### config.mk
export PLATFORM = sky130hd
export DESIGN_NAME = link_board_top
export DESIGN_NICKNAME = d
export VERILOG_FILES = /design/src/common/muscle_link_pkg.sv /design/src/common/link_cfg_if.sv /design/src/host_cfg_regs.sv /design/src/sim_tick_gen.sv /design/src/spike_counter.sv /design/src/spi_link/spi_master.sv /design/src/spi_link/spi_slave.sv /design/src/link_board_top.sv
export SDC_FILE = /design/constraint.sdc
export NUM_CORES = 1
export LEC_CHECK = 0
export BUFFER_PORTS_ARGS = -buffer_cell sky130_fd_sc_hd__buf_2
export CAP_MARGIN = 20
export CORE_MARGIN = 2
export CORE_UTILIZATION = 25
export DETAILED_ROUTE_END_ITERATION = 10
export GPL_ROUTABILITY_DRIVEN = 0
export GPL_TIMING_DRIVEN = 0
export PLACE_DENSITY = 0.36
export RECOVER_POWER = 100
export SYNTH_ARGS = -nofsm -noshare
export SYNTH_HDL_FRONTEND = slang
export SYNTH_SLANG_ARGS = --single-unit
### constraint.sdc
create_clock -name ep50trig -period 10.13 [get_ports ep50trig]
set_input_delay 0.5065 -clock ep50trig [delete_from_list [all_inputs] [get_ports ep50trig]]
set_output_delay 0.5065 -clock ep50trig [all_outputs]
set_load 0.05 [all_outputs]
### src/common/muscle_link_pkg.sv
package muscle_link_pkg;

    ////////////////////
    // data widths
    ////////////////////

    // word on the spi wire and in the tx/rx registers
    typedef logic [31:0] word_t;
    // tick half period, in ep50trig cycles
    typedef logic [15:0] half_cnt_t;
    typedef logic [15:0] gain_t;
    // motor-neuron spikes per tick window
    typedef logic [15:0] spk_cnt_t;
    // count times gain, full product width
    typedef logic [31:0] drive_t;
    typedef logic [1:0]  cfg_addr_t;

    ////////////////////
    // register map
    ////////////////////

    localparam cfg_addr_t CFG_ADDR_CTRL     = 2'd0;
    localparam cfg_addr_t CFG_ADDR_HALF_CNT = 2'd1;
    localparam cfg_addr_t CFG_ADDR_TX_WORD  = 2'd2;
    localparam cfg_addr_t CFG_ADDR_GAIN     = 2'd3;

    // reset values
    localparam half_cnt_t HALF_CNT_RST = 16'd49;
    // ieee-754 single 1.0
    localparam word_t     TX_WORD_RST  = 32'h3F80_0000;
    localparam gain_t     GAIN_RST     = 16'd1;

    ////////////////////
    // spi framing
    ////////////////////

    localparam int SPI_BITS  = 32;
    // bit counter must reach SPI_BITS itself
    localparam int SPI_CNT_W = $clog2(SPI_BITS + 1);

    typedef enum logic [1:0] {
        SPI_IDLE,
        SPI_SHIFT,
        SPI_GAP
    } spi_state_t;

endpackage

### src/common/link_cfg_if.sv
`timescale 1ns/100ps

// live configuration, register bank out to its consumers
interface link_cfg_if
    import muscle_link_pkg::*;
();

    // ctrl bit 0
    logic      sim_enable;
    half_cnt_t half_cnt;
    // word sent once per tick
    word_t     tx_word;
    gain_t     gain;

    // register bank owns every field
    modport regs (output sim_enable, half_cnt, tx_word, gain);
    // tick divider
    modport tick (input sim_enable, half_cnt);
    // spi sender
    modport master (input sim_enable, tx_word);
    // spike scaling
    modport counter (input sim_enable, gain);

endinterface

### src/host_cfg_regs.sv
`timescale 1ns/100ps

module host_cfg_regs
    import muscle_link_pkg::*;
(
    input  logic      ep50trig,
    input  logic      reset_global,
    // four-phase host write port
    input  logic      cfg_req,
    input  cfg_addr_t cfg_addr,
    input  word_t     cfg_data,
    output logic      cfg_ack,
    // live parameter values
    link_cfg_if.regs  cfg
);

    ////////////////////
    // handshake
    ////////////////////

    logic wr_en;

    // new request seen, ack still low
    assign wr_en = cfg_req & ~cfg_ack;

    // ack follows req one edge later in both directions
    always_ff @(posedge ep50trig or posedge reset_global) begin
        if (reset_global) begin
            cfg_ack <= 1'b0;
        end else if (wr_en) begin
            cfg_ack <= 1'b1;
        end else if (!cfg_req) begin
            cfg_ack <= 1'b0;
        end
    end

    ////////////////////
    // parameter bank
    ////////////////////

    // written on the same edge that raises ack
    always_ff @(posedge ep50trig or posedge reset_global) begin
        if (reset_global) begin
            cfg.sim_enable <= 1'b0;
            cfg.half_cnt   <= HALF_CNT_RST;
            cfg.tx_word    <= TX_WORD_RST;
            cfg.gain       <= GAIN_RST;
        end else if (wr_en) begin
            case (cfg_addr)
                // only bit 0 is defined
                CFG_ADDR_CTRL:     cfg.sim_enable <= cfg_data[0];
                // low half of data only
                CFG_ADDR_HALF_CNT: cfg.half_cnt   <= half_cnt_t'(cfg_data[15:0]);
                CFG_ADDR_TX_WORD:  cfg.tx_word    <= cfg_data;
                CFG_ADDR_GAIN:     cfg.gain       <= gain_t'(cfg_data[15:0]);
                default: begin
                    // all four addresses decoded
                end
            endcase
        end
    end

endmodule

### src/sim_tick_gen.sv
`timescale 1ns/100ps

module sim_tick_gen
    import muscle_link_pkg::*;
(
    input  logic     ep50trig,
    input  logic     reset_global,
    link_cfg_if.tick cfg,
    // one-cycle clock enable for the sim blocks
    output logic     sim_tick
);

    // one bit wider than half_cnt, holds 2*half_cnt+1
    logic [$bits(half_cnt_t):0] div_cnt;
    logic [$bits(half_cnt_t):0] tick_limit;

    // 2*half_cnt+1
    assign tick_limit = {cfg.half_cnt, 1'b1};

    always_ff @(posedge ep50trig or posedge reset_global) begin
        if (reset_global) begin
            div_cnt  <= '0;
            sim_tick <= 1'b0;
        end else if (!cfg.sim_enable) begin
            // held at zero while sim stopped
            div_cnt  <= '0;
            sim_tick <= 1'b0;
        end else if (div_cnt >= tick_limit) begin
            // wrap, also catches a shrunk half period
            div_cnt  <= '0;
            sim_tick <= 1'b1;
        end else begin
            div_cnt  <= div_cnt + 1'b1;
            sim_tick <= 1'b0;
        end
    end

endmodule

### src/spike_counter.sv
`timescale 1ns/100ps

module spike_counter
    import muscle_link_pkg::*;
(
    input  logic        ep50trig,
    input  logic        reset_global,
    link_cfg_if.counter cfg,
    input  logic        sim_tick,
    // motor-neuron spike, already on ep50trig
    input  logic        spike,
    output drive_t      spike_drive
);

    logic     spike_q;
    logic     spike_rise;
    spk_cnt_t spk_cnt;

    // rising edge only, pulse width does not matter
    assign spike_rise = spike & ~spike_q;

    always_ff @(posedge ep50trig or posedge reset_global) begin
        if (reset_global) begin
            spike_q <= 1'b0;
        end else begin
            spike_q <= spike;
        end
    end

    always_ff @(posedge ep50trig or posedge reset_global) begin
        if (reset_global) begin
            spk_cnt     <= '0;
            spike_drive <= '0;
        end else if (!cfg.sim_enable) begin
            spk_cnt     <= '0;
            spike_drive <= '0;
        end else if (sim_tick) begin
            // close the window, an edge now opens the next one
            spike_drive <= drive_t'(spk_cnt) * drive_t'(cfg.gain);
            spk_cnt     <= spk_cnt_t'(spike_rise);
        end else if (spike_rise && (spk_cnt != '1)) begin
            // saturate at all ones
            spk_cnt <= spk_cnt + 1'b1;
        end
    end

endmodule

### src/spi_link/spi_master.sv
`timescale 1ns/100ps

module spi_master
    import muscle_link_pkg::*;
#(
    // sck half period in ep50trig cycles
    parameter int CLK_DIV = 13
) (
    input  logic       ep50trig,
    input  logic       reset_global,
    link_cfg_if.master cfg,
    input  logic       sim_tick,
    output logic       sck_s,
    output logic       ssel_s,
    output logic       data_s
);

    // at least one bit even for CLK_DIV of 1
    localparam int DIV_W = (CLK_DIV > 1) ? $clog2(CLK_DIV) : 1;

    spi_state_t             state;
    logic [DIV_W-1:0]       div_cnt;
    logic                   half_end;
    logic [SPI_CNT_W-1:0]   bit_cnt;
    word_t                  shreg;

    // msb first
    assign data_s   = shreg[SPI_BITS-1];
    assign half_end = (div_cnt == DIV_W'(CLK_DIV - 1));

    ////////////////////
    // frame fsm
    ////////////////////

    // frame is 32 low/high pairs, a trailing low half and a gap
    always_ff @(posedge ep50trig or posedge reset_global) begin
        if (reset_global) begin
            state   <= SPI_IDLE;
            div_cnt <= '0;
            bit_cnt <= '0;
            sck_s   <= 1'b0;
            ssel_s  <= 1'b1;
            shreg   <= '0;
        end else begin
            case (state)
                SPI_IDLE: begin
                    div_cnt <= '0;
                    bit_cnt <= '0;
                    // tick while busy is simply dropped
                    if (sim_tick && cfg.sim_enable) begin
                        shreg  <= cfg.tx_word;
                        ssel_s <= 1'b0;
                        state  <= SPI_SHIFT;
                    end
                end
                SPI_SHIFT: begin
                    if (!half_end) begin
                        div_cnt <= div_cnt + 1'b1;
                    end else begin
                        div_cnt <= '0;
                        if (sck_s) begin
                            // falling edge moves the next bit out
                            sck_s   <= 1'b0;
                            shreg   <= {shreg[SPI_BITS-2:0], 1'b0};
                            bit_cnt <= bit_cnt + 1'b1;
                        end else if (bit_cnt == SPI_CNT_W'(SPI_BITS)) begin
                            // trailing low half done
                            ssel_s <= 1'b1;
                            state  <= SPI_GAP;
                        end else begin
                            sck_s <= 1'b1;
                        end
                    end
                end
                SPI_GAP: begin
                    // ssel high for one half period
                    if (half_end) begin
                        div_cnt <= '0;
                        state   <= SPI_IDLE;
                    end else begin
                        div_cnt <= div_cnt + 1'b1;
                    end
                end
                default: state <= SPI_IDLE;
            endcase
        end
    end

endmodule

### src/spi_link/spi_slave.sv
`timescale 1ns/100ps

module spi_slave
    import muscle_link_pkg::*;
(
    input  logic  ep50trig,
    input  logic  reset_global,
    // partner board pins, asynchronous
    input  logic  sck_r,
    input  logic  ssel_r,
    input  logic  data_r,
    output word_t rx_word,
    output logic  rx_valid
);

    ////////////////////
    // synchronizers
    ////////////////////

    // [1:0] two sync flops, [2] history for edge detect
    logic [2:0]           sck_pipe;
    logic [2:0]           ssel_pipe;
    logic [1:0]           data_pipe;
    logic                 sck_rise;
    logic                 ssel_rise;
    logic [SPI_CNT_W-1:0] bit_cnt;
    word_t                shreg;

    always_ff @(posedge ep50trig or posedge reset_global) begin
        if (reset_global) begin
            sck_pipe  <= '0;
            // ssel idles high, no false edge out of reset
            ssel_pipe <= '1;
            data_pipe <= '0;
        end else begin
            sck_pipe  <= {sck_pipe[1:0], sck_r};
            ssel_pipe <= {ssel_pipe[1:0], ssel_r};
            data_pipe <= {data_pipe[0], data_r};
        end
    end

    assign sck_rise  = sck_pipe[1] & ~sck_pipe[2];
    assign ssel_rise = ssel_pipe[1] & ~ssel_pipe[2];

    ////////////////////
    // deserializer
    ////////////////////

    always_ff @(posedge ep50trig or posedge reset_global) begin
        if (reset_global) begin
            bit_cnt  <= '0;
            shreg    <= '0;
            rx_word  <= '0;
            rx_valid <= 1'b0;
        end else begin
            rx_valid <= 1'b0;
            if (ssel_pipe[1]) begin
                // frame ends, publish only a full 32-bit frame
                if (ssel_rise && (bit_cnt == SPI_CNT_W'(SPI_BITS))) begin
                    rx_word  <= shreg;
                    rx_valid <= 1'b1;
                end
                bit_cnt <= '0;
            end else if (sck_rise) begin
                // sample mid-bit, data moved on the falling edge
                shreg <= {shreg[SPI_BITS-2:0], data_pipe[1]};
                // saturating, a long frame never matches
                if (bit_cnt != '1) begin
                    bit_cnt <= bit_cnt + 1'b1;
                end
            end
        end
    end

endmodule

### src/link_board_top.sv
`timescale 1ns/100ps

module link_board_top
    import muscle_link_pkg::*;
#(
    // sck half period in ep50trig cycles
    parameter int CLK_DIV = 13
) (
    input  logic      ep50trig,
    input  logic      reset_global,
    // host write port
    input  logic      cfg_req,
    input  cfg_addr_t cfg_addr,
    input  word_t     cfg_data,
    output logic      cfg_ack,
    // motor-neuron spikes and scaled drive
    input  logic      spike,
    output drive_t    spike_drive,
    output logic      sim_tick,
    // spi to the partner board
    output logic      sck_s,
    output logic      ssel_s,
    output logic      data_s,
    // spi from the partner board
    input  logic      sck_r,
    input  logic      ssel_r,
    input  logic      data_r,
    output word_t     rx_word,
    output logic      rx_valid
);

    ////////////////////
    // config bus
    ////////////////////

    link_cfg_if cfg_bus ();

    host_cfg_regs host_cfg_regs_i (
        .ep50trig     (ep50trig),
        .reset_global (reset_global),
        .cfg_req      (cfg_req),
        .cfg_addr     (cfg_addr),
        .cfg_data     (cfg_data),
        .cfg_ack      (cfg_ack),
        .cfg          (cfg_bus.regs)
    );

    ////////////////////
    // tick and spikes
    ////////////////////

    // shared enable for master and counter
    sim_tick_gen sim_tick_gen_i (
        .ep50trig     (ep50trig),
        .reset_global (reset_global),
        .cfg          (cfg_bus.tick),
        .sim_tick     (sim_tick)
    );

    spike_counter spike_counter_i (
        .ep50trig     (ep50trig),
        .reset_global (reset_global),
        .cfg          (cfg_bus.counter),
        .sim_tick     (sim_tick),
        .spike        (spike),
        .spike_drive  (spike_drive)
    );

    ////////////////////
    // spi link
    ////////////////////

    spi_master #(
        .CLK_DIV (CLK_DIV)
    ) spi_master_i (
        .ep50trig     (ep50trig),
        .reset_global (reset_global),
        .cfg          (cfg_bus.master),
        .sim_tick     (sim_tick),
        .sck_s        (sck_s),
        .ssel_s       (ssel_s),
        .data_s       (data_s)
    );

    // partner clock domain crossed inside
    spi_slave spi_slave_i (
        .ep50trig     (ep50trig),
        .reset_global (reset_global),
        .sck_r        (sck_r),
        .ssel_r       (ssel_r),
        .data_r       (data_r),
        .rx_word      (rx_word),
        .rx_valid     (rx_valid)
    );

endmodule

==> metrics.md <==
| Metric | Value |
|---|---|
| P&R area growth vs syn | `14.0%` |
| Wirelength per Cell | `18.0 um` |
| Die Width | `285 um` |
| Synth Area in Compound Gates | `0.0713` |
| Pint | `2.13 mW` |
| Post-Synthesis Net Count | `2,291` |
| CORE AREA | `77,700 um^2` |
| DRT antenna net count | `0` |
| Crit path depth | `21` |
| DIE AREA | `81,100 um^2` |
| Seq pwr share | `0.425` |
| Top post-synthesis cells by count | `272 x inv_1, 243 x dfrtp_1, 225 x nand2_1` |
| Area leader, netlist | `dfrtp_1` |
| Initial DRC count | `660` |
| I/O pin cnt | `111` |
| Number of enable flip-flop cells after synthesis | `0` |
| Crit path required time | `10.63 ns` |
| Yosys Warn Count | `0` |
| CP most frequent cell | `fa_1` |
| Synth Instances | `1,924` |
| DP Worst Slack | `2.49 ns` |
| CP top delay family | `adder cells` |
| H-Tree Depth | `1` |
| Max Cap Violations | `2` |
| Routed vias/inst | `4.36` |
| Startpoint types | `register` |
| Period utilization | `0.763` |
| Vias in the first global route | `14,653` |
| Gr usage total | `0.141` |
| CTS tree | `built` |
| Layout cells sized above 1 | `0.112` |
| Row cnt | `102` |
| Kind of end point of the critical path | `register` |
| Avg Cell Area, Syn | `10.2 um^2` |
| Final setup fails | `0` |
| Count of buffer and inverter cells on the critical path | `5` |
| Max VDD drop | `0.118 mV` |
| Status | `finished, violations left` |
| Synthesized flop and latch total | `258` |
| Worst-path cell chain | `clkbuf_1 -> clkbuf_1 -> nand2_1 -> fa_1 -> fa_1 -> fa_1 -> fa_1 -> inv_1 -> fa_1 -> inv_1 -> fa_1 -> inv_1 -> ha_1 -> and3_1 -> a21boi_0 -> a21oi_1 -> o31ai_1 -> a221o_1 -> a21oi_1 -> nor4_1 -> a211o_1` |
| Fmax | `0.129 GHz` |
| PwrDens | `138 nW/um^2` |
| Initial core utilization | `0.254` |
| Logic pwr share | `0.198` |
| Worst slew margin relative to its limit | `-2.61` |
| Worst r2r path cells | `21` |
| Synthesized-area fraction occupied by adder cells | `0.281` |
| Yosys top cell area share | `0.308` |
| Worst slew pin tran | `5.42 ns` |
| Switching share of total power | `0.314` |
| Drt pass-1 iters | `5` |
| Sum Neg Setup Slack | `0 ns` |
| Setup Buffers After CTS | `0` |
| Failing checks | `max-capacitance violations, max-slew violations` |
| Mux contribution to synthesized area | `0.0890` |
| Pins Over Slew Limit | `158` |
| CTS resizes | `0` |
| Arr. time, crit path | `8.24 ns` |
| Most used DFF post-synth | `dfrtp_1` |
| Final Hold Slack | `0.0364 ns` |
| Nets | `2,434` |
| Via Count | `13,653` |
| Clk_lat worst skew | `0.57 ns` |
| Hold path cells | `1` |
| RSZ-0062 raised after global routing | `false` |
| Synth Cell Area | `19,700 um^2` |
| Area contributors post-synth | `dfrtp_1 31%, fa_1 20%, ha_1 8.4%` |
| Clk buf depth | `3` |
| Final worst slack | `2.40 ns` |
| Post-DP HPWL | `44.1 mm` |
| Clock skew | `0.0104 ns` |
| Final wirelength | `56.3 mm` |
| Clk pwr share | `0.378` |
| Port bufs | `110` |
| Crit Path Max Fanout | `10` |
| Clock tree sinks | `258` |
| Clock root cell | `clkbuf_16` |
| Largest family of logic cells by synthesized area | `adder cells` |
| Slowest CP cell | `o31ai_1` |
| Post-synthesis sequential area ratio | `0.328` |
| Clock slew at reported path FFs | `0.07 ns` |
| Post-synthesis xor/xnor area fraction | `0.0262` |
| Synth unique cells | `72` |
| Largest net degree at the start of global routing | `105` |
| DRC violations left | `0` |
| Net Sw Power | `976 uW` |
| Crit path largest cell delay | `0.76 ns` |
| First-pass GRT wire length | `88.6 mm` |
| Top-count cell post-synth | `inv_1` |
| Fin crit period | `7.73 ns` |
| Leak | `10.6 nW` |
| Remaining global-route overflow | `0` |
| Power Total | `3.11 mW` |
| DIE HEIGHT | `285 um` |
| TritonCTS Buffers | `28` |
| Min-delay worst type | `in -> reg` |
| Final hold violations | `0` |
| Crit Path Class | `reg -> reg` |
| Ys async rst share | `1.00` |
| Simple-gate share of the synthesized area | `0.132` |
| Initial antenna violation count | `9` |
[power by group through the flow]
stage / combinational [mW] / clock (mW) / sequential, mW
6_report: 0.615 / 1.17 / 1.32
5_1_grt: 0.702 / 1.26 / 1.34
4_1_cts: 0.637 / 1.22 / 1.32
3_5_place_dp: 0.634 / 0 / 1.34
3_3_place_gp: 0.620 / 0 / 1.34
2_1_floorplan: 0.446 / 0 / 1.28
[cells in the final DEF (no fill, tap or decap), types with 5 or more instances in the layout]
cell,instances
inv_1,271
dfrtp_1,243
nand2_1,225
fa_1,194
clkbuf_1,167
ha_1,132
and2_1,115
mux2_2,112
nor2_1,81
a21oi_1,78
o21ai_0,47
mux2i_1,47
buf_2,43
xnor2_1,36
clkbuf_16,28
nand3_1,26
nor2b_1,24
xor2_1,23
a21o_1,19
dfstp_2,15
and3_1,13
nand4_1,11
nor3_1,9
nand2b_1,7
a21oi_2,7
bufinv_16,7
and2_0,6
o21a_1,6
a31oi_1,5
a211o_1,5
o211ai_1,5
clkinv_2,5
[state kept, by name (all words and copies together) (netlist names), 2 cells and up]
name and cells:
spi_slave_i.bit_cnt 6, spi_master_i.div_cnt 4, spi_master_i.bit_cnt 6, host_cfg_regs_i.cfg.gain 16
host_cfg_regs_i.cfg.half_cnt 16, sim_tick_gen_i.div_cnt 17, host_cfg_regs_i.cfg.tx_word 32, spike_counter_i.spk_cnt 16
spi_slave_i.data_pipe 2, spi_slave_i.shreg 32, spike_counter_i.spike_drive 32, spi_master_i.state 2
spi_slave_i.rx_word 32, spi_slave_i.ssel_pipe 3, spi_slave_i.sck_pipe 3, spi_master_i.shreg 32
[final cells by class]
| cell class | count | area (um^2) |
|---|---|---|
| diodes | 3 | 7.51 |
| plain buffers | 99 | 379 |
| clock buffers | 34 | 753 |
| clock inverters | 18 | 292 |
| fillers | 8224 | 55300 |
| inverters | 272 | 1020 |
| multi-input cells | 1295 | 11700 |
| flip-flops and latches | 258 | 6470 |
| well taps | 1040 | 1300 |
| repair buffers | 113 | 500 |
[worst register-to-register path, cell delays in order, from the launching register on]
cell      delay [ns]
dfrtp_1         0.32
clkbuf_1        0.56
clkbuf_1        0.57
nand2_1         0.17
fa_1            0.58
fa_1            0.45
fa_1            0.49
fa_1            0.49
inv_1           0.06
fa_1            0.55
inv_1           0.06
fa_1            0.54
inv_1           0.05
ha_1            0.36
and3_1          0.25
a21boi_0        0.20
a21oi_1         0.19
o31ai_1         0.76
a221o_1         0.40
a21oi_1         0.16
nor4_1          0.31
a211o_1         0.15
[final timing paths]
path	startpoint	endpoint	slack (ns)
worst max-delay path	spike_counter_i.spk_cnt[8]	spike_counter_i.spike_drive[30]	2.40
max in group asynchronous	reset_global	spike_counter_i.spk_cnt[9]	2.75
worst max register to register	spike_counter_i.spk_cnt[8]	spike_counter_i.spike_drive[30]	2.40
worst min register to register	spi_slave_i.sck_pipe[0]	spi_slave_i.sck_pipe[1]	0.35
worst min-delay path	ssel_r	spi_slave_i.ssel_pipe[0]	0.04
min in group asynchronous	reset_global	host_cfg_regs_i.cfg.half_cnt[10]	1.29
[timing repair]
item / in CTS / in global routing
endpoints found under the hold margin: 58 / 0
setup endpoints to repair: 0 / 0
hold buffers: 1 / 0
[layer usage]
metal  routed length (um)  share of wire  track usage  vias to the layer above
li1                     -              -            -                     6433
met1                26000           0.46        0.193                     6942
met2                26700           0.47        0.232                      197
met3                 2670          0.048       0.0263                       65
met4                  814          0.014       0.0267                       16
met5                  101         0.0018            0                        -
[cell families (layout without fill, tap and decap cells)]
group / Yosys count / count (layout)
AOI/OAI and AO/OA: 211 / 211
and+or+nand+nor: 538 / 538
DFF: 258 / 258
other: 0 / 3
xor gates and xnor gates: 59 / 59
muxes: 161 / 161
adders and majority gates: 326 / 326
buffers and inverters: 371 / 536
[per-stage QoR]
| stage | cell area (um^2) | util | std cells |
|---|---|---|---|
| finish | 22500 | 0.289 | 3132 |
| global route | 22500 | 0.289 | 3129 |
| CTS | 22700 | 0.292 | 3129 |
| detailed placement | 21600 | 0.278 | 3076 |
| global placement | 21600 | 0.277 | 3074 |
| floorplan | 19700 | - | 1924 |
Power figures use the tool's default switching activity.
